[config.mk]
export PLATFORM = sky130hd
export DESIGN_NAME = rp_sync_fifo
export DESIGN_NICKNAME = d
export VERILOG_FILES = /design/src/logic/rp_sync_fifo.sv
export SDC_FILE = /design/constraint.sdc
export NUM_CORES = 1
export LEC_CHECK = 0
export BUFFER_PORTS_ARGS = -buffer_cell sky130_fd_sc_hd__buf_2
export CORE_MARGIN = 1
export CORE_UTILIZATION = 42
export DETAILED_ROUTE_END_ITERATION = 6
export RECOVER_POWER = 50
export SETUP_SLACK_MARGIN = 0.02
export SYNTH_ARGS = -nofsm -noshare
export SYNTH_HDL_FRONTEND = slang
export SYNTH_SLANG_ARGS = --single-unit
[constraint.sdc]
create_clock -name CraClk_i -period 5.3 [get_ports CraClk_i]
set_input_delay 1.06 -clock CraClk_i [delete_from_list [all_inputs] [get_ports CraClk_i]]
set_output_delay 1.06 -clock CraClk_i [all_outputs]
set_load 0.005 [all_outputs]
[src/logic/rp_sync_fifo.sv]
/*
 * Single-clock FIFO with a two-stage read path (memory stage plus output
 * register), so data shows two edges after the read strobe and holds.
 * Pushes when full and pops when empty are dropped.
 */
`timescale 1ns/10ps

module rp_sync_fifo #(
  parameter int WIDTH      = 32,
  parameter int DEPTH_LOG2 = 4,
  parameter int LEVEL      = 8
) (
  input  logic                  CraClk_i,
  input  logic                  CraRstn_i,
  input  logic                  wr_i,
  input  logic [WIDTH-1:0]      wdata_i,
  input  logic                  rd_i,
  output logic [WIDTH-1:0]      rdata_o,
  output logic                  empty_o,
  output logic [DEPTH_LOG2:0]   count_o,
  output logic                  above_level_o
);

  logic [WIDTH-1:0]      mem [2**DEPTH_LOG2];
  logic [WIDTH-1:0]      mem_q;                 // first read stage
  logic [DEPTH_LOG2-1:0] wr_ptr;
  logic [DEPTH_LOG2-1:0] rd_ptr;
  logic                  do_wr;
  logic                  do_rd;

  // count top bit alone means completely full
  assign do_wr         = wr_i & ~count_o[DEPTH_LOG2];
  assign do_rd         = rd_i & ~empty_o;
  assign empty_o       = (count_o == '0);
  assign above_level_o = (count_o > (DEPTH_LOG2+1)'(LEVEL));

  always_ff @(posedge CraClk_i)
  begin
    if (do_wr)
      mem[wr_ptr] <= wdata_i;
  end

  always_ff @(posedge CraClk_i or negedge CraRstn_i)
  begin
    if (!CraRstn_i)
    begin
      wr_ptr  <= '0;
      rd_ptr  <= '0;
      count_o <= '0;
    end
    else
    begin
      if (do_wr)
        wr_ptr <= wr_ptr + 1'b1;
      if (do_rd)
        rd_ptr <= rd_ptr + 1'b1;
      case ({do_wr, do_rd})
        2'b10:   count_o <= count_o + 1'b1;
        2'b01:   count_o <= count_o - 1'b1;
        default: count_o <= count_o;  // idle or push and pop together
      endcase
    end
  end

  //////////////////////////////////////////////////
  // read pipeline
  always_ff @(posedge CraClk_i or negedge CraRstn_i)
  begin
    if (!CraRstn_i)
    begin
      mem_q   <= '0;
      rdata_o <= '0;
    end
    else
    begin
      if (do_rd)
        mem_q <= mem[rd_ptr];
      rdata_o <= mem_q;             // holds while no new pop
    end
  end

endmodule

Word level (Yosys, flattened, before mapping)

Memory sizes are Yosys's and may differ from the RTL's. A register that Yosys moved wholly into a read port is not among the register bits.
Cells that the tools add are included.

Memories: 1
Output and inout port bits: 39
Memory bits (writable): 512
Logic and storage cells: 22
Input port bits: 36
Bits in registers: 45

Memories:

| memory | depth | bits a word | read ports | clocked after Yosys merged registers in | write ports | line | RTL |
|---|---|---|---|---|---|---|---|
| mem    | 16    | 32          | 1          | 1                                       | 1           | 24   | `logic [WIDTH-1:0] mem [2**DEPTH_LOG2];` |

Multiplexer cells: 3
$lt $le $gt $ge: 1
Equality and inequality tests: 2
Reduce and logical (&&, ||, !) cells: 3
Bitwise operators: 4
Add/subtract/negate cells: 4

Operators with widths:

| operator              | number |
|---|---|
| $pmux W5 S2           | 1 |
| $add A4 B1 Y4 const B | 2 |
| $add A5 B1 Y5 const B | 1 |
| $gt A5 B4 Y1 const B  | 1 |
| $logic_not A5 Y1      | 1 |
| $sub A5 B1 Y5 const B | 1 |
| $and A1 B1 Y1         | 2 |
| $eq A2 B1 Y1 const B  | 1 |
| $eq A2 B2 Y1 const B  | 1 |
| $mux W1               | 2 |
| $not A1 Y1            | 2 |
| $reduce_bool A2 Y1    | 1 |
| $logic_not A1 Y1      | 1 |

Depth between registers and ports, before layout

Depth in word-level cells: 5
Gate-level depth with buffers: 12
Depth with buffers taken out: 10

Least setup slack after synthesis

Ideal clock, no wire load.

Path type: input-to-reg
Start: in wr_i
End: mem mem[3][0] (enable)
Required time: 4839 ps
Cell stages on the path: 4
Setup time: 461 ps
Path buffers: 1
Arrival: 3821 ps
Slack: 1018 ps
Cell sequence: nor2b_1 clkbuf_1 nand2_1 nor3_1

Longest elaborated chain between the ends: 3

Ends and longest elaborated chain:

| element                       | line | RTL |
|---|---|---|
| from (decl)                   | 15   | `input logic wr_i,` |
| $and A1 B1 Y1                 | 32   | `assign do_wr = wr_i & ~count_o[DEPTH_LOG2];` |
| $mux W1                       | 39   | `if (do_wr)` |
| $mux W1 (implied by the code) | 40   | `mem[wr_ptr] <= wdata_i;` |
| to (decl)                     | 24   |  |

Every way passes these cells.

==> impl_metrics.csv <==
group,metric,value,unit
floorplanning,die_x,233,um
worst_setup_path,cp.arrival,3.89,ns
worst_setup_path,timing.critical_path.buf_inv,2,
route,routedWlPerCell,24.3,um
route,remaining_drc_errors,0,
place,routabilityCongestion,0.721,
synth,ys_seq_area_frac,0.774,
run,max_cap_viol_count,1,
layout,layout.cells.non_filler,1807,
outcome,status,"finished, violations left",
floorplanning,core_area,52600,um2
floorplanning,die_h,233,um
cts,clock_sinks,589,
route,drtAntennaViolNets,0,
route,route.met3.wl,1870,um
layout,areaGrowthSynthToFinish,13.5,%
worst_setup_path,critPathKind,"input pin to asynchronous set/reset pin",
cts,tritoncts,"yes",
worst_setup_path,end_kind,"asynchronous set/reset pin",
worst_setup_path,setup.worst_path.start_class,"input pin",
worst_setup_path,crit_fanout,43,
cts,max-clock-path-buffers,3,
sta,hold_viol_final,0,
place,dp_hpwl,25200,um
outcome,failed_checks,"capacitance limit, slew limit",
place,placedCellCount,1698,
cts,hold_buffers,0,
cts,postCtsSetupBuffers,0,
synth,syn-num-nets,1022,
floorplanning,die-area,54200,um2
floorplanning,rows,84,
cts,cts-resized-gates,0,
layout,drive_gt1_frac,0.300,
worst_setup_path,reg2regPathDepth,3,
cts,clk_latency,0.61,ns
global_routing,grt_usage,0.170,
sta,fin_crit,3.35,ns
layout,diodes,0,
global_routing,grt_max_degree,57,
synth,yosysWarnings,0,
place,placed_area,23500,um2
hold_path,min_path_type,"register to register",
cts,cts_buffers,58,
sta,fin_setup_tns,0,ns
worst_setup_path,crit_required,5.83,ns
route,drt-met1-wl,19300,um
cts,path_clk_slew,0.06,ns
route,first_pass_iters,4,
sta,slew_viol_final,36,
synth,syn_avg_cell_area,22.9,um2
layout,fin_util,0.483,
synth,ys_types,39,
route,wl,43900,um
worst_setup_path,cpLargestDelayFamily,"buffers and inverters",
global_routing,antenna_found_initial,0,
sta,max_slew_margin,-0.614,
route,top_layer_used,"met4",
cts,cts_max_level,2,
floorplanning,io-pin-count,75,
synth,ys_ff_latch,589,
worst_setup_path,crit_chain,"clkbuf_1, clkbuf_2",
power_and_ir_drop,power_density,532,nW/um2
cts,cts-root-buf,"clkbuf_16",
worst_setup_path,cpPeakStageDelay,1.67,ns
layout,design_area,25400,um2
sta,fmax,298,MHz
hold_path,hold_depth,0,
global_routing,grt-ovfl-total,0,
worst_setup_path,cp_slowest_cell,"clkbuf_1",
synth,syn_inst,976,
sta,finalSetupViolations,0,
layout,nNetsFinal,1116,
place,port_buffers,74,
worst_setup_path,crit_cells,2,
route,via_count,9791,
floorplanning,start_util,0.425,
sta,clock_skew,0.0164,ns
global_routing,grt_pass1_vias,10600,
route,wl_met2,21600,um
synth,syn_area,22400,um2
global_routing,grt_pass1_wl,67700,um
power_and_ir_drop,p_total,13.5,mW
sta,worst_pin_slew,2.42,ns
route,drt-initial-drc-count,764,
sta,fin_crit_sh,0.633,
power_and_ir_drop,ir_drop,0.258,mV
sta,rsz0062_at_grt,"false",
route,viasPerCell,5.42,
power_and_ir_drop,leakagePower,8.20,nW
logic make-up after synthesis:
logic type | after synthesis | synth area share
adders and majority gates | 10 | 0.00593
xor gates and xnor gates | 10 | 0.00392
DFF | 589 | 0.774
and+or+nand+nor | 38 | 0.00867
AOI/OAI and AO/OA | 105 | 0.0363
buffers and inverters | 62 | 0.0196
muxes | 162 | 0.152
routing by layer:
layer  vias to the layer above  track usage
met3                        72       0.0272
li1                       4278            -
met4                         0       0.0549
met5                         -            0
met1                      5242        0.232
met2                       199        0.279
flip-flops by register name, indices dropped and copies added, names as in the netlist:
name	flops
mem	512
mem_q	32
rdata_o	32
count_o	5
rd_ptr	4
wr_ptr	4
through the flow:
stage / hold WS, ns / setup WS, ns
after floorplan: 0.354 / 1.02
after global routing: 0.396 / 1.35
after detailed placement: 0.381 / 1.61
after global placement: 0.369 / 1.70
final: 0.387 / 1.95
after CTS: 0.395 / 2.28
final timing paths:
check,start,end,slack [ns]
hold reg to reg,mem_q[27],rdata_o[27],0.39
setup reg to reg,count_o[4],mem[4][4],2.41
setup / recovery,CraRstn_i,mem_q[19],1.95
min in group asynchronous,CraRstn_i,mem_q[0],1.19
max in group CraClk_i,wr_i,mem[4][4],2.32
hold / removal,mem_q[27],rdata_o[27],0.39
cell type report:
cell class	instances	area (um2)
clock buffers	74	1600
clock inverters	35	374
fillers	4247	27200
inverters	7	26.3
multi-input cells	325	4730
flip-flops and latches	589	17300
well taps	688	861
repair buffers	89	477
cells in the final DEF (no fill, tap or decap), types with 2 or more instances in the layout:
| cell type | Yosys | routed |
|---|---|---|
| clkbuf_16 | 0 | 61 |
| xnor2_1 | 7 | 7 |
| buf_2 | 16 | 41 |
| o21ai_0 | 4 | 4 |
| bufinv_16 | 0 | 8 |
| nand2b_1 | 3 | 2 |
| dfrtp_4 | 0 | 2 |
| xor2_1 | 3 | 3 |
| dfrtp_1 | 77 | 74 |
| clkinvlp_4 | 0 | 2 |
| nand2_1 | 9 | 9 |
| clkbuf_8 | 0 | 2 |
| edfxtp_1 | 512 | 512 |
| buf_12 | 7 | 3 |
| a21oi_1 | 33 | 33 |
| mux2_4 | 12 | 12 |
| clkinv_2 | 0 | 12 |
| nand4_1 | 2 | 2 |
| buf_4 | 1 | 11 |
| ha_1 | 9 | 9 |
| o22ai_1 | 33 | 33 |
| mux4_1 | 22 | 22 |
| nor2b_1 | 2 | 2 |
| mux2_2 | 20 | 20 |
| nor3_2 | 0 | 4 |
| clkbuf_1 | 12 | 44 |
| mux4_2 | 106 | 106 |
| inv_1 | 7 | 7 |
| nor2_4 | 0 | 12 |
| clkinv_1 | 0 | 11 |
| o22ai_2 | 31 | 31 |
| a21o_1 | 2 | 2 |
cell usage after synthesis, drive strengths merged:
master	n	share of area
nand4	2	0.00056
edfxtp	512	0.69
inv	7	0.0012
buf	40	0.015
ha	9	0.0050
o22ai	64	0.027
clkbuf	15	0.0030
nor3	5	0.0011
nand3	1	0.00022
xnor2	7	0.0027
mux2	33	0.019
o21ai	4	0.00090
dfrtp	77	0.086
a21o	2	0.00067
mux4	128	0.13
a21oi	34	0.0078
o31a	1	0.00039
or2	1	0.00028
nor2	12	0.0020
or3	1	0.00028
nor2b	2	0.00056
mux2i	1	0.00045
xor2	3	0.0012
nand2	10	0.0024
nand2b	3	0.00084
or3b	1	0.00039
fa	1	0.00090
report_power, final:
group	switching, mW	internal (mW)	leakage, nW	total (mW)
clock	1.70	2.51	0.965	4.21
sequential	0.415	5.60	5.47	6.01
combinational	1.64	1.64	1.77	3.28
total	3.75	9.75	8.20	13.5
Power figures use the tool's default switching activity.
