## config.mk

```make
export PLATFORM = sky130hd
export DESIGN_NAME = rp_tx_regs
export DESIGN_NICKNAME = d
export VERILOG_FILES = /design/src/logic/rp_bridge_pkg.sv /design/src/logic/rp_tx_regs.sv
export SDC_FILE = /design/constraint.sdc
export NUM_CORES = 1
export LEC_CHECK = 0
export BUFFER_PORTS_ARGS = -buffer_cell sky130_fd_sc_hd__buf_2
export CAP_MARGIN = 25
export CORE_AREA = 10 10 85 87
export CTS_BUF_LIST = sky130_fd_sc_hd__clkbuf_16
export DETAILED_ROUTE_END_ITERATION = 8
export DIE_AREA = 0 0 95 97
export PLACE_DENSITY = 0.89
export SETUP_SLACK_MARGIN = 0.05
export SYNTH_ARGS = -nofsm -noshare
export SYNTH_HDL_FRONTEND = slang
export SYNTH_SLANG_ARGS = --single-unit
```

## constraint.sdc

```tcl
create_clock -name CraClk_i -period 1.6 [get_ports CraClk_i]
set_input_delay 0 -clock CraClk_i [delete_from_list [all_inputs] [get_ports CraClk_i]]
set_output_delay 0 -clock CraClk_i [all_outputs]
set_load 0.03 [all_outputs]
```

## src/logic/rp_bridge_pkg.sv

```systemverilog
/*
 * Shared definitions for the root-port register bridge.
 * Register offsets, FIFO sizing and the packed request and FIFO entry
 * layouts used by the register blocks and the top level.
 */
package rp_bridge_pkg;

  localparam int CRA_ADDR_W = 12;              // word address, byte bits 13:2
  localparam int CRA_DATA_W = 32;

  // transmit registers, full byte address compare
  localparam logic [15:0] TX_DATA_LO_ADDR = 16'h2000;
  localparam logic [15:0] TX_DATA_HI_ADDR = 16'h2004;
  localparam logic [15:0] TX_CTRL_ADDR    = 16'h2008;

  // receive registers, low address byte only
  localparam logic [7:0] RX_STATUS_OFS  = 8'h10;
  localparam logic [7:0] RX_DATA_LO_OFS = 8'h14;
  localparam logic [7:0] RX_DATA_HI_OFS = 8'h18;

  localparam int TX_FIFO_DEPTH_LOG2 = 5;
  localparam int RX_FIFO_DEPTH_LOG2 = 4;
  localparam int TX_FULL_LEVEL      = 8;       // full flag above this count

  typedef struct packed {
    logic [CRA_ADDR_W-1:0]   addr;
    logic [CRA_DATA_W-1:0]   wdata;
    logic [CRA_DATA_W/8-1:0] be;
  } cra_req_t;

  typedef struct packed {
    logic        eop;
    logic        sop;
    logic [31:0] data_hi;
    logic [31:0] data_lo;
  } tx_fifo_word_t;

  typedef struct packed {
    logic         half_empty;                  // upper quadword unused
    logic         eop;
    logic         sop;
    logic [127:0] data;
  } rx_fifo_word_t;

  typedef enum logic [2:0] {
    IDLE, POP, PIPE, LOAD_LO, WAIT_LO, LOAD_HI, WAIT_HI
  } rx_state_t;

endpackage

```

## src/logic/rp_tx_regs.sv

```systemverilog
/*
 * Transmit side register file. The host writes two data words and then
 * the control word; each control write pushes one quadword entry into
 * the transmit FIFO, and an entry with eop raises TLP ready.
 */
`timescale 1ns/10ps

module rp_tx_regs (
  input  logic                         CraClk_i,
  input  logic                         CraRstn_i,
  input  rp_bridge_pkg::cra_req_t      cra_req_i,
  input  logic                         cra_wr_i,
  input  logic                         tlp_ack_i,
  output logic                         push_o,
  output rp_bridge_pkg::tx_fifo_word_t push_word_o,
  output logic                         tlp_ready_o
);

  logic [15:0]                         byte_addr;
  logic                                wr_lo;
  logic                                wr_hi;
  logic                                wr_ctl;
  logic [rp_bridge_pkg::CRA_DATA_W-1:0] data_lo_q;
  logic [rp_bridge_pkg::CRA_DATA_W-1:0] data_hi_q;
  logic [1:0]                          ctl_q;     // bit 1 eop, bit 0 sop

  // byte-enabled merge, every lane on its own enable
  function automatic logic [rp_bridge_pkg::CRA_DATA_W-1:0] merge_lanes(
    input logic [rp_bridge_pkg::CRA_DATA_W-1:0]   cur,
    input logic [rp_bridge_pkg::CRA_DATA_W-1:0]   wdata,
    input logic [rp_bridge_pkg::CRA_DATA_W/8-1:0] be
  );
    logic [rp_bridge_pkg::CRA_DATA_W-1:0] res;
    res = cur;
    for (int i = 0; i < rp_bridge_pkg::CRA_DATA_W/8; i++)
    begin
      if (be[i])
        res[8*i +: 8] = wdata[8*i +: 8];
    end
    return res;
  endfunction

  assign byte_addr = {2'b00, cra_req_i.addr, 2'b00};
  assign wr_lo     = cra_wr_i & (byte_addr == rp_bridge_pkg::TX_DATA_LO_ADDR);
  assign wr_hi     = cra_wr_i & (byte_addr == rp_bridge_pkg::TX_DATA_HI_ADDR);
  assign wr_ctl    = cra_wr_i & (byte_addr == rp_bridge_pkg::TX_CTRL_ADDR);

  always_ff @(posedge CraClk_i or negedge CraRstn_i)
  begin
    if (!CraRstn_i)
    begin
      data_lo_q <= '0;
      data_hi_q <= '0;
      ctl_q     <= '0;
      push_o    <= 1'b0;
    end
    else
    begin
      if (wr_lo)
        data_lo_q <= merge_lanes(data_lo_q, cra_req_i.wdata, cra_req_i.be);
      if (wr_hi)
        data_hi_q <= merge_lanes(data_hi_q, cra_req_i.wdata, cra_req_i.be);
      if (wr_ctl & cra_req_i.be[0])
        ctl_q <= cra_req_i.wdata[1:0];
      push_o <= wr_ctl;             // push sees the updated registers
    end
  end

  assign push_word_o.eop     = ctl_q[1];
  assign push_word_o.sop     = ctl_q[0];
  assign push_word_o.data_hi = data_hi_q;
  assign push_word_o.data_lo = data_lo_q;

  // set beats ack in the same cycle
  always_ff @(posedge CraClk_i or negedge CraRstn_i)
  begin
    if (!CraRstn_i)
      tlp_ready_o <= 1'b0;
    else if (push_o & ctl_q[1])
      tlp_ready_o <= 1'b1;
    else if (tlp_ack_i)
      tlp_ready_o <= 1'b0;
  end

endmodule

```

# Yosys cells after proc, flatten, opt, wreduce, memory -nomap -nowiden
# Cells that the tools add are included.
# W data, S select, Z words.
word_totals:
  input_bits: 52
  wordCells: 30
  output_inout_bits: 68
  register_bits: 68
op_classes:
  muxes: 2
  n_reduce_logical: 9
  bitwise: 5
  eq_ne: 3
ops:
  columns: ["operator", "count"]
  rows:
  - ["$eq A12 B12 Y1 const B", 3]
  - ["$reduce_and A2 Y1", 8]
  - ["$and A1 B1 Y1", 5]
  - ["$mux W1", 2]
  - ["$reduce_bool A2 Y1", 1]

# Longest topological paths before layout
logic_depth:
  ltp_word: 3
  depth_mapped: 4
  ltp_nobuf: 3

# Worst setup path before layout
# No wires, ideal clock.
synth_path:
  path_type: "in2reg"
  from: "in cra_req_i[41] in the netlist's numbering"
  to: "reg data_lo_q[16] in the netlist's numbering"
  setup_ns: 0.125
  required_time_ns: 1.475
  slack_ns: -0.009
  path_stages: 4
  t_arrival_ns: 1.484
  path_buffers: 1
  path_cell_list: "or4_1 buf_2 nor4_4 mux2_2"
synth_via:
  elab_chain_len: 3
synth_rtl:
  columns: ["element", "line_no", "rtl"]
  rows:
  - ["start, declared", "rp_tx_regs.sv:11", "input rp_bridge_pkg::cra_req_t cra_req_i,"]
  - ["$eq A12 B12 Y1", "rp_tx_regs.sv:44", "assign wr_lo = cra_wr_i & (byte_addr == rp_bridge_pkg::TX_DATA_LO_ADDR);"]
  - ["$and A1 B1 Y1", "rp_tx_regs.sv:44", null]
  - ["$reduce_and A2 Y1 (no line)", null, null]
  - ["end signal, assigned", "rp_tx_regs.sv:60", "data_lo_q <= merge_lanes(data_lo_q, cra_req_i.wdata, cra_req_i.be);"]
  - ["end, declared", "rp_tx_regs.sv:23", "logic [rp_bridge_pkg::CRA_DATA_W-1:0] data_lo_q;"]
# No other way between the ends.
# A chain may end at the register's enable or synchronous reset.

# Final worst setup path
layout_path:
  from: "in cra_req_i[41] in the netlist's numbering"
  to: "reg ctl_q[1]"
layout_via:
  elab_chain_len: 3
layout_rtl:
  columns: ["element", "line_no", "rtl"]
  rows:
  - ["$eq A12 B12 Y1", "rp_tx_regs.sv:46", "assign wr_ctl = cra_wr_i & (byte_addr == rp_bridge_pkg::TX_CTRL_ADDR);"]
  - ["$and A1 B1 Y1", "rp_tx_regs.sv:46", null]
  - ["$and A1 B1 Y1", "rp_tx_regs.sv:63", "if (wr_ctl & cra_req_i.be[0])"]
  - ["end signal, assigned", "rp_tx_regs.sv:64", "ctl_q <= cra_req_i.wdata[1:0];"]
  - ["end, declared", "rp_tx_regs.sv:25", "logic [1:0] ctl_q;"]
# No other way between the ends.

==> results <==
- The run finished with clean final reports.
- The starting density of the core is 0.503.
- Across every metal layer, demand over resource in global routing totals 0.175.
- The static leakage is 2.41 nW.
- At the worst endpoint, the arrival time is ~1.6 ns.
- The number of global-route vias before repair is approximately 2400.
- In this run the top signal layer used is met5.
- The library cells used most frequently in the layout, excluding fill and tap cells, are sky130_fd_sc_hd__buf_2 (119), sky130_fd_sc_hd__dfrtp_1 (68), sky130_fd_sc_hd__mux2_2 (64).
- Counting the fill cells in the layout gives 332.
- The worst pin sits at a relative slew slack of 0.769.
- The final-layout setup total negative slack is 0 ns.
- The total number of vias is between 2000 and 2500.
- The worst hold path class is in2reg.
- The number of violations of the max-capacitance limit is 0.
- The type of element launching the critical path is an input pin.
- The final weighted congestion of routability-driven global placement is 0.763.
- In this run the power density over the cells is around 960 mW/mm2.
- The total nets after synthesis is about 220.
- The clock skew after layout is 0.0000731 ns.
- The die covers around 0.0092 mm2.
- Counting tap cells, the placed design contains a total of about 370 instances.
- The growth of design area from synthesis to finish is 51.8%.
- For this design, the sink count on the clock tree is 68.
- The y dimension of the die is between 90 and 100 um.
- After synthesis, the share of cell area in mux cells is 0.270.
- The total power of the final layout is 4.00 mW.
- The fraction of final layout cells with drive strength greater than 1 is 0.639.
- The number of top-level pins is 120.
- The transition time of the tightest slew-check pin is between 0.3 and 0.4 ns.
- In this run, the number of DRC markers left after iteration 0 of detailed routing was 87.
- Leaving out fill and tap cells, the most frequent cell in the layout is sky130_fd_sc_hd__buf_2.
- The H-tree level count is 3.
- The wire length on met2 is 4.16 mm.
- Once layout is complete, the cells apart from fillers number 418.
- The die outline width is 95 um.
- The placeable core region is about 0.0055 mm2.
- Timing would allow up to about 0.74 GHz.
- The number of slew-limit violations in the final report is 0.
- The first-pass GRT wire length is around 13 mm.
- The worst setup path is of the in2reg kind.
- The post-synthesis instance area is roughly 0.0028 mm2.
- Counting flops and latches in the post-synthesis netlist gives approximately 70.
- Final hold analysis gives a worst-case slack of about 0.10 ns.
- The share of the Yosys chip area taken by registers is 0.618.
- The average instance in the mapped netlist occupies between 15 and 20 um2.
- The number of clock buffers added by TritonCTS is 9.
- Entering global routing, the biggest net connects 69 pins.
- In the post-synthesis netlist, the biggest area contributors are sky130_fd_sc_hd__dfrtp_1 (62%), sky130_fd_sc_hd__mux2_2 (26%), sky130_fd_sc_hd__nor4_4 (3.1%), sky130_fd_sc_hd__nand4_2 (1.8%), sky130_fd_sc_hd__nand3b_1 (1.1%).
- The Yosys warning count is 0.
- The multi-input combinational cell area is between 0.001 and 0.0015 mm2.
- For this run, the post-layout net count is 393.
- No sink is reached through more buffers than the 2 on the longest clock path.
- The ratio of routed vias to standard cells is roughly 5.1.
- The clock-pin slew of the registers on the worst-case setup and hold paths is about 0.050 ns.
- VDD sags by at most 0.826 mV.
- The critical path data required time is approximately 1.8 ns.
- After synthesis, the netlist uses 21 different library cells.
- The number of cells upsized or downsized after cts is 0.
- After detailed routing, the met3 layer carries 802 um of wire.
- The number of buffers added on ports is ~120.
- The TritonCTS clock tree is yes.
- Counting I/O delays and the setup requirement, the final critical path takes 1.35 ns.
- The nature of the critical path endpoint is a flip-flop.
- The combinational family with the most area after synthesis is multiplexers.
- Of the total synthesized cell area, the portion taken by XOR and XNOR cells is 0.
- The post-synthesis instance total is between 150 and 200.
- The share of the synthesized area in compound gates (AO/OA/AOI/OAI) is 0.00182.
- After detailed routing, the average wire length per cell comes to 19.0 um.
- The share of the clock period used by the worst path after layout is 0.846.
- The wire length reported by the detailed router is 7.95 mm.
- After detailed routing, the number of remaining DRC violations is 0.
- The length of the first detailed-routing pass in iterations is 4.
- Along the worst path, the maximum fanout reaches 5.
- The number of buffers inserted by post-CTS setup repair is 0.
- In the final layout, flip-flops and latches occupy ~0.0017 mm2.
- 0 antenna diodes ended up in the layout.
- The count of nets left with antenna violations once routing finished came out at 0.
- The initial antenna violation count came to 1.
- The number of endpoints failing setup at the final stage is 0.
- For the worst-skew pair, the clock arrives at the later sink with an insertion delay of ~0.32 ns.
- The synthesized design spends more area on one cell type than any other, namely sky130_fd_sc_hd__dfrtp_1.
- Setup repair after global routing left no endpoint under its margin.
- The adder-cell share of the synthesized area is 0.
- The final hold violation count came to 0.
- The cell row count is 27.
- The detailed-route wire length on metal 1 is roughly 2.9 mm.
- The wire-length estimate of the detail-placed layout is between 5 and 6 mm.
- The clock root buffer is sky130_fd_sc_hd__clkbuf_16.
- The top-area cell type share of the netlist area is 0.618.
- Summed over all layers, the global routing overflow is 0.
- The post-synthesis share of cell area spent on and, or, nand and nor gates is 0.100.
-- cells by family after synthesis --
group	Yosys count
AOI/OAI and AO/OA	1
buffers and inverters	7
DFF	68
muxes	66
and+or+nand+nor	27
-- area by class of cell --
| class | count | share of cell area |
|---|---|---|
| well taps | 72 | 0.0215 |
| clock buffers | 9 | 0.0539 |
| inverters | 1 | 0.000898 |
| clock inverters | 7 | 0.0197 |
| flip-flops and latches | 68 | 0.407 |
| multi-input cells | 94 | 0.245 |
| repair buffers | 167 | 0.252 |
-- synthesized netlist by cell type (all sizes together) --
| library cell | count |
|---|---|
| and3b | 2 |
| buf | 2 |
| clkbuf | 4 |
| dfrtp | 68 |
| inv | 1 |
| mux2 | 66 |
| nand2 | 1 |
| nand3b | 4 |
| nand4 | 4 |
| nand4bb | 1 |
| nor3 | 2 |
| nor3b | 2 |
| nor4 | 6 |
| nor4bb | 1 |
| o21ai | 1 |
| or3 | 1 |
| or3b | 2 |
| or4 | 1 |
-- stage by stage --
step / utilization / setup slack [ns] / cell area (um2)
CTS: 0.764 / 0.245 / 4180
floorplan: - / 0.0302 / 2760
detailed placement: 0.646 / -0.0891 / 3530
global route: 0.764 / 0.132 / 4180
finish: 0.764 / 0.247 / 4180
global placement: 0.646 / -0.0742 / 3530
-- what timing repair did --
action | in CTS | in global routing
hold buffers | 34 | 0
hold endpoints to repair | 135 | 0
setup endpoints to repair | 0 | 0
-- worst paths after layout --
check | start | to | slack, ns | cells after the start
min in group asynchronous | CraRstn_i | data_lo_q[5]$_DFFE_PN0P_ | 0.23 | 3
max | cra_req_i[41] | ctl_q[1]$_DFFE_PN0P_ | 0.25 | 6
max in group asynchronous | CraRstn_i | data_lo_q[31]$_DFFE_PN0P_ | 1.10 | 3
max reg2reg | data_lo_q[21]$_DFFE_PN0P_ | data_lo_q[21]$_DFFE_PN0P_ | 0.80 | 1
min | cra_req_i[37] | push_o$_DFF_PN0_ | 0.10 | 4
min reg2reg | data_lo_q[22]$_DFFE_PN0P_ | data_lo_q[22]$_DFFE_PN0P_ | 0.48 | 1
-- power breakdown --
part           internal [mW]  switching [mW]  leakage, nW  total (mW)
Clock                   1.34           0.682        0.158        2.02
Sequential              1.73         0.00200        0.950        1.73
Combinational          0.131           0.114         1.30       0.244
Total                   3.20           0.798         2.41        4.00
-- state kept, by name, indices dropped and copies added (netlist names) --
register,cells
tlp_ready_o,1
ctl_q,2
data_hi_q,32
data_lo_q,32
push_o,1
-- critical path, cell delays in order --
cell	delay, ns
sky130_fd_sc_hd__buf_2	0.10
sky130_fd_sc_hd__or4_1	0.53
sky130_fd_sc_hd__buf_4	0.19
sky130_fd_sc_hd__nor4_1	0.23
sky130_fd_sc_hd__buf_4	0.17
sky130_fd_sc_hd__mux2_2	0.33
-- layer usage --
| layer | GRT usage | up-vias |
|---|---|---|
| met5 | 0 | - |
| met4 | 0.0515 | 2 |
| met3 | 0.0833 | 11 |
| met2 | 0.298 | 88 |
| met1 | 0.186 | 1067 |
| li1 | - | 964 |
No activity file was read; power rests on OpenSTA's default activity.
