--- config.mk ---
export PLATFORM = sky130hd
export DESIGN_NAME = rp_rx_cpl_reader
export DESIGN_NICKNAME = d
export VERILOG_FILES = /design/src/logic/rp_bridge_pkg.sv /design/src/logic/rp_rx_cpl_reader.sv
export SDC_FILE = /design/constraint.sdc
export NUM_CORES = 1
export LEC_CHECK = 0
export BUFFER_PORTS_ARGS = -buffer_cell sky130_fd_sc_hd__buf_4
export CORE_AREA = 5 5 135 98
export CTS_CLUSTER_DIAMETER = 120
export DETAILED_ROUTE_END_ITERATION = 6
export DIE_AREA = 0 0 140 103
export GPL_TIMING_DRIVEN = 0
export PLACE_DENSITY = 0.86
export REMOVE_ABC_BUFFERS = 1
export SYNTH_ARGS = -nofsm -noshare
export SYNTH_HDL_FRONTEND = slang
export SYNTH_SLANG_ARGS = --single-unit
export TNS_END_PERCENT = 5
--- constraint.sdc ---
create_clock -name CraClk_i -period 1.3 [get_ports CraClk_i]
set_input_delay 0.26 -clock CraClk_i [delete_from_list [all_inputs] [get_ports CraClk_i]]
set_output_delay 0.26 -clock CraClk_i [all_outputs]
set_load 0.03 [all_outputs]
--- src/logic/rp_bridge_pkg.sv ---
/*
 * Shared definitions for the root-port register bridge.
 * Register offsets, FIFO sizing and the packed request and FIFO entry
 * layouts used by the register blocks and the top level.
 */
package rp_bridge_pkg;

  localparam int CRA_ADDR_W = 12;              // word address, byte bits 13:2
  localparam int CRA_DATA_W = 32;

  // transmit registers, full byte address compare
  localparam logic [15:0] TX_DATA_LO_ADDR = 16'h2000;
  localparam logic [15:0] TX_DATA_HI_ADDR = 16'h2004;
  localparam logic [15:0] TX_CTRL_ADDR    = 16'h2008;

  // receive registers, low address byte only
  localparam logic [7:0] RX_STATUS_OFS  = 8'h10;
  localparam logic [7:0] RX_DATA_LO_OFS = 8'h14;
  localparam logic [7:0] RX_DATA_HI_OFS = 8'h18;

  localparam int TX_FIFO_DEPTH_LOG2 = 5;
  localparam int RX_FIFO_DEPTH_LOG2 = 4;
  localparam int TX_FULL_LEVEL      = 8;       // full flag above this count

  typedef struct packed {
    logic [CRA_ADDR_W-1:0]   addr;
    logic [CRA_DATA_W-1:0]   wdata;
    logic [CRA_DATA_W/8-1:0] be;
  } cra_req_t;

  typedef struct packed {
    logic        eop;
    logic        sop;
    logic [31:0] data_hi;
    logic [31:0] data_lo;
  } tx_fifo_word_t;

  typedef struct packed {
    logic         half_empty;                  // upper quadword unused
    logic         eop;
    logic         sop;
    logic [127:0] data;
  } rx_fifo_word_t;

  typedef enum logic [2:0] {
    IDLE, POP, PIPE, LOAD_LO, WAIT_LO, LOAD_HI, WAIT_HI
  } rx_state_t;

endpackage

--- src/logic/rp_rx_cpl_reader.sv ---
/*
 * Completion readout. Pops 128-bit entries from the receive FIFO and
 * presents them a quadword at a time in the data registers, with sop/eop
 * and the fill snapshot in the status register. Reading data-high advances.
 */
`timescale 1ns/10ps

module rp_rx_cpl_reader (
  input  logic                                CraClk_i,
  input  logic                                CraRstn_i,
  input  rp_bridge_pkg::cra_req_t             cra_req_i,
  input  logic                                cra_rd_i,
  input  rp_bridge_pkg::rx_fifo_word_t        fifo_rdata_i,
  input  logic                                fifo_empty_i,
  input  logic [rp_bridge_pkg::RX_FIFO_DEPTH_LOG2:0] fifo_count_i,
  output logic                                fifo_rd_o,
  output logic [rp_bridge_pkg::CRA_DATA_W-1:0] cra_rdata_o,
  output logic                                cra_rvalid_o
);

  rp_bridge_pkg::rx_state_t state_q;
  rp_bridge_pkg::rx_state_t state_d;

  logic [7:0]  low_addr;
  logic        rd_hi;                           // host read of data-high
  logic        status_rd;
  logic        load_lo;
  logic        load_hi;
  logic [31:0] data_lo_q;
  logic [31:0] data_hi_q;
  logic        sop_q;
  logic        eop_q;
  logic [7:0]  cnt_snap_q;
  logic [31:0] status_w;
  logic [31:0] rdata_d;

  assign low_addr  = {cra_req_i.addr[5:0], 2'b00};
  assign rd_hi     = cra_rd_i & (low_addr == rp_bridge_pkg::RX_DATA_HI_OFS);
  assign status_rd = cra_rd_i & (low_addr == rp_bridge_pkg::RX_STATUS_OFS);

  //////////////////////////////////////////////////
  // readout FSM
  always_ff @(posedge CraClk_i or negedge CraRstn_i)
  begin
    if (!CraRstn_i)
      state_q <= rp_bridge_pkg::IDLE;
    else
      state_q <= state_d;
  end

  always_comb
  begin
    state_d = state_q;
    case (state_q)
      rp_bridge_pkg::IDLE:
        if (!fifo_empty_i)
          state_d = rp_bridge_pkg::POP;
      rp_bridge_pkg::POP:     state_d = rp_bridge_pkg::PIPE;
      rp_bridge_pkg::PIPE:    state_d = rp_bridge_pkg::LOAD_LO;  // fifo read latency
      rp_bridge_pkg::LOAD_LO: state_d = rp_bridge_pkg::WAIT_LO;
      rp_bridge_pkg::WAIT_LO:
      begin
        if (rd_hi & fifo_rdata_i.eop & fifo_rdata_i.half_empty)
          state_d = rp_bridge_pkg::IDLE;
        else if (rd_hi)
          state_d = rp_bridge_pkg::LOAD_HI;
      end
      rp_bridge_pkg::LOAD_HI: state_d = rp_bridge_pkg::WAIT_HI;
      rp_bridge_pkg::WAIT_HI:
      begin
        if (rd_hi & fifo_rdata_i.eop)
          state_d = rp_bridge_pkg::IDLE;
        else if (rd_hi)
          state_d = rp_bridge_pkg::POP;   // next entry of the packet
      end
      default: state_d = rp_bridge_pkg::IDLE;
    endcase
  end

  assign fifo_rd_o = (state_q == rp_bridge_pkg::POP);
  assign load_lo   = (state_q == rp_bridge_pkg::LOAD_LO);
  assign load_hi   = (state_q == rp_bridge_pkg::LOAD_HI);

  //////////////////////////////////////////////////
  // data and status registers
  always_ff @(posedge CraClk_i or negedge CraRstn_i)
  begin
    if (!CraRstn_i)
    begin
      data_lo_q  <= '0;
      data_hi_q  <= '0;
      sop_q      <= 1'b0;
      eop_q      <= 1'b0;
      cnt_snap_q <= '0;
    end
    else
    begin
      if (load_lo)
      begin
        data_lo_q <= fifo_rdata_i.data[31:0];
        data_hi_q <= fifo_rdata_i.data[63:32];
      end
      else if (load_hi)
      begin
        data_lo_q <= fifo_rdata_i.data[95:64];
        data_hi_q <= fifo_rdata_i.data[127:96];
      end

      if (load_lo & fifo_rdata_i.sop)
        sop_q <= 1'b1;
      else if (load_hi | status_rd)
        sop_q <= 1'b0;

      // eop only on the last used quadword
      if ((load_lo & fifo_rdata_i.eop & fifo_rdata_i.half_empty) |
          (load_hi & fifo_rdata_i.eop & ~fifo_rdata_i.half_empty))
        eop_q <= 1'b1;
      else if (load_lo | status_rd)
        eop_q <= 1'b0;

      if (fifo_rd_o)
        cnt_snap_q <= 8'(fifo_count_i);   // count before the pop lands
    end
  end

  assign status_w = {16'h0, cnt_snap_q, 6'h0, eop_q, sop_q};

  // host read path
  always_comb
  begin
    case (low_addr)
      rp_bridge_pkg::RX_STATUS_OFS:  rdata_d = status_w;
      rp_bridge_pkg::RX_DATA_LO_OFS: rdata_d = data_lo_q;
      rp_bridge_pkg::RX_DATA_HI_OFS: rdata_d = data_hi_q;
      default:                       rdata_d = '0;
    endcase
  end

  always_ff @(posedge CraClk_i or negedge CraRstn_i)
  begin
    if (!CraRstn_i)
    begin
      cra_rdata_o  <= '0;
      cra_rvalid_o <= 1'b0;
    end
    else
    begin
      if (cra_rd_i)
        cra_rdata_o <= rdata_d;
      cra_rvalid_o <= cra_rd_i;
    end
  end

endmodule

# Yosys cells after proc, flatten, opt, wreduce, memory -nomap -nowiden
# Index checks and enable logic that the tools add are counted.
# Widths: inputs -> output; s select.
# word_totals
wordCells,53
in_bits,188
out_inout_bits,34
regBits,107
# classes
n_bitwise,13
reduce_logical,5
muxes,15
n_eq_ne,12
# op_table
operator,count
$mux 32,4
$pmux 32 s3,1
$pmux 3 s7,1
$eq 6x3->1 const B,3
$mux 3,5
$and 1x1->1,9
$eq 3x3->1 const B,3
$eq 3x2->1 const B,2
$ne 3x3->1 const B,2
$reduce_bool 2->1,3
$mux 1,4
$eq 3x1->1 const B,1
$logic_not 3->1,1
$or 1x1->1,3
$reduce_and 3->1,1
$ne 2x2->1 const B,1
$not 1->1,1

# Longest topological paths before layout
# logic_depth
depth_word,6
depth_mapped,6
mapped_depth_nobuf,3

# Worst setup path before layout
# OpenSTA, ideal clock, no wires.
# synth_timing
kind,register to register
start,register state_q[1]
end,register cnt_snap_q[0]
stages_incl_launch_ff,5
required_time_ns,1.175
setup_slack_ns,-0.246
setup_ns,0.125
period_less_slack_ns,1.546
t_arrival_ns,1.421
n_path_buf,1
path_cell_list,dfrtp_1 > buf_2 > nand2b_1 > nor2_2 > mux2_2
# synth_via
elab_chain_cells,1
# synth_rtl
item,line,source
from (decl),rp_rx_cpl_reader.sv:21,rp_bridge_pkg::rx_state_t state_q;
from (signal assigned),rp_rx_cpl_reader.sv:46,state_q <= rp_bridge_pkg::IDLE;
from (signal assigned),rp_rx_cpl_reader.sv:48,state_q <= state_d;
$eq 3x1->1,rp_rx_cpl_reader.sv:80,assign fifo_rd_o = (state_q == rp_bridge_pkg::POP);
via fifo_rd_o,rp_rx_cpl_reader.sv:16,"output logic fifo_rd_o,"
to (signal assigned),rp_rx_cpl_reader.sv:122,cnt_snap_q <= 8'(fifo_count_i);
to (decl),rp_rx_cpl_reader.sv:33,logic [7:0] cnt_snap_q;
# The timed path passes the listed nets, and every way through them passes these cells.
# A chain may end at the register's enable or synchronous reset.

# Final worst setup path
# layout_timing
start,register state_q[2]
end,register data_lo_q[2]
# layout_via
elab_chain_cells,2
elab_cells_between_ends,4
classes_between,eq/ne: 2; mux: 1; reduce/logical: 1
# layout_rtl
item,line,source
$eq 3x2->1 or $eq 3x3->1 (tied branches),"rp_rx_cpl_reader.sv:81, rp_rx_cpl_reader.sv:82",
$mux 32 or $reduce_bool 2->1 (tied branches),--,
to (signal assigned),rp_rx_cpl_reader.sv:100,data_lo_q <= fifo_rdata_i.data[31:0];
to (signal assigned),rp_rx_cpl_reader.sv:105,data_lo_q <= fifo_rdata_i.data[95:64];
to (decl),rp_rx_cpl_reader.sv:29,logic [31:0] data_lo_q;
# Parallel ways exist; a longest one is shown, timed or not.

==> results.py <==
metrics = {
    "outcome": {
        "status": "finished, violations left",
        "violations": "setup timing",
    },
    "cts": {
        "clkTransAtPathRegs_ps": 80,
        "numCtsBuffers": 9,
        "tritoncts": "done",
        "cts_max_level": 3,
        "clockRootBuffer": "clkbuf_16",
        "clockBufferDepth": 2,
        "clock_sinks": 107,
        "insertion_delay_ps": 350,
    },
    "sta": {
        "slew_headroom_pct": 57.1,
        "final.setup_skew_ps": 9.30,
        "drv_slew": 0,
        "worst_pin_slew_ps": 641,
        "whs_ps": 140,
        "grt_setup_unrepaired": "yes",
        "finalHoldViolCount": 0,
        "finalSetupViolCount": 68,
        "max_freq_ghz": 0.655,
        "fin_ws_ps": -227,
        "min_period_over_period_pct": 117,
        "fin_crit_ps": 1530,
    },
    "detailed_routing": {
        "vias": 4817,
        "drt-initial-drc-count": 304,
        "drc": 0,
        "wl_um": 17000,
        "antenna_left": 0,
        "wl_per_cell_um": 18.8,
        "firstDrtPassIters": 5,
        "routed_via_density": 5.33,
    },
    "final_layout": {
        "final_layout_size_suffix_gt1_share_pct": 40.2,
        "num_antenna_cells": 0,
        "n_fill_cell": 992,
        "area_delta_synth_final_pct": 50.0,
        "mostFrequentLayoutCells": "194 x buf_4, 110 x a21oi_1, 104 x dfrtp_1",
        "fin_nets": 925,
        "final_common_cell": "buf_4",
    },
    "synth": {
        "async_reset_ff_share_pct": 100,
        "synth_edf_count": 0,
        "yosysWarnings": 0,
        "synthesis.area_um2": 4940,
        "synth_top_flop_cell": "dfrtp_1",
        "synth_area_leader_cell": "dfrtp_1",
        "synth.area.top_cells": "dfrtp_1 54%, a21oi_1 13%, nand2_1 5.0%",
        "synth_seq_cells": 107,
        "yosysSeqAreaShare_pct": 54.2,
        "post_synth.cell_area_avg_um2": 8.98,
        "yosys.cell_types.count": 29,
        "yosysTopAreaCellShare_pct": 54.2,
        "syn_inst": 550,
    },
    "global_route": {
        "grt_start_max_net_pins": 108,
        "antenna_found_initial": 0,
        "grt_pass1_wl_um": 25400,
        "grt_pass1_vias": 4823,
        "track_usage_pct": 22.7,
        "overflow": 0,
    },
    "floorplanning": {
        "start_util_pct": 41.2,
        "rows": 34,
        "io_pins": 222,
        "die_area_um2": 14400,
        "core_um2": 12000,
        "die_h_um": 103,
        "dieWidth_um": 140,
    },
    "critical_path": {
        "cp_max_fo": 8,
        "end_kind": "flop",
        "worst_ep_arrival_time_ps": 1770,
        "crit_required_ps": 1540,
        "crit_path_start_kind": "flop",
        "crit_type": "reg2reg",
    },
    "placed_design": {
        "dp_slack_ps": -694,
        "gp_congestion": 0.785,
        "hpwl_um": 10000,
        "portBuffers": 179,
    },
    "min_path": {
        "min_path_type": "in2reg",
    },
    "pwr": {
        "p_leak_nw": 3.51,
        "peakVddDrop_mv": 0.689,
        "p_per_area_nw_per_um2": 1320,
    },
    "flow_run": {
        "cap_violations": 0,
    },
}
## worst max-delay path, cell delays in order, from the launching register on
cell and delay (ps):
dfrtp_2 490, buf_4 180, nand3b_1 100, buf_6 180
buf_4 190, nand2_1 80, a21oi_1 200
## per-layer routing
layer	vias up	global-route usage [%]	wire length, um
li1	2275	-	-
met1	2339	29.6	7400
met2	188	38.3	8070
met3	15	6.68	1380
met4	0	4.69	182
met5	-	0	0
## power breakdown
group          switching (mW)  leakage (nW)  internal (mW)
clock                    1.30         0.154           1.54
combinational           0.996          1.99           1.17
sequential              0.556          1.36           4.23
## sequential cells by signal, indices dropped and copies added (netlist names)
| signal | count |
|---|---|
| sop_q | 1 |
| cra_rdata_o | 32 |
| data_lo_q | 32 |
| state_q | 3 |
| cra_rvalid_o | 1 |
| data_hi_q | 32 |
| eop_q | 1 |
| cnt_snap_q | 5 |
## stage by stage
step	cells	TNS [ps]	power (mW)	utilization, %	cell area, um^2
final	904	-8750	9.78	61.8	7410
after global routing	904	-13430	10.4	61.8	7410
after CTS	897	-7500	9.72	59.7	7160
after detailed placement	851	-75590	6.58	53.5	6410
after global placement	843	-204260	6.42	52.2	6260
after floorplan	502	-72050	5.70	-	4710
## Yosys cell counts (all sizes together), types with 4 or more instances
cell type and instances:
a22oi 25, a2bb2oi 7, mux2i 7, nand2b 4
inv 33, o22ai 33, mux2 5, clkbuf 24
nand2 66, a21oi 128, buf 24, nor2 65
dfrtp 107
## cell type report
cell class	count	area, um^2	area share (%)
Sequential cell	107	2680	36.2
Multi-Input combinational cell	366	2170	29.3
Timing Repair Buffer	220	1930	26.0
Clock buffer	9	225	3.04
Tap cell	162	203	2.73
Inverter	33	124	1.67
Clock inverter	7	83.8	1.13
## cells by family (layout without fill, tap and decap cells)
group | count (synthesis) | count (layout) | synth area share [%]
DFF | 107 | 107 | 54.2
AOI/OAI and AO/OA | 200 | 200 | 23.3
buffers and inverters | 81 | 269 | 7.14
muxes | 12 | 12 | 2.56
and+or+nand+nor | 150 | 154 | 12.8
## what timing repair did
action,in CTS,in global routing
pin swaps,25,1
cloned,7,1
setup endpoints to repair,105,75
endpoints found under the hold margin,0,4
hold buffers,0,1
setup buffers,23,4
gates resized for setup,40,41
## worst paths after layout
check / from / end / slack (ps) / cells past startpoint
min reg2reg: cnt_snap_q[3]$_DFFE_PN0P_ / cnt_snap_q[3]$_DFFE_PN0P_ / 510 / 1
min: fifo_count_i[0] / cnt_snap_q[0]$_DFFE_PN0P_ / 140 / 2
max reg2reg: state_q[2]$_DFFE_PN0P_ / data_lo_q[2]$_DFFE_PN0P_ / -230 / 6
max in group asynchronous: CraRstn_i / state_q[2]$_DFFE_PN0P_ / 260 / 3
max: state_q[2]$_DFFE_PN0P_ / data_lo_q[2]$_DFFE_PN0P_ / -230 / 6
min in group asynchronous: CraRstn_i / data_lo_q[24]$_DFFE_PN0P_ / 260 / 2
Note: power is estimated with default switching activity, not from simulation.
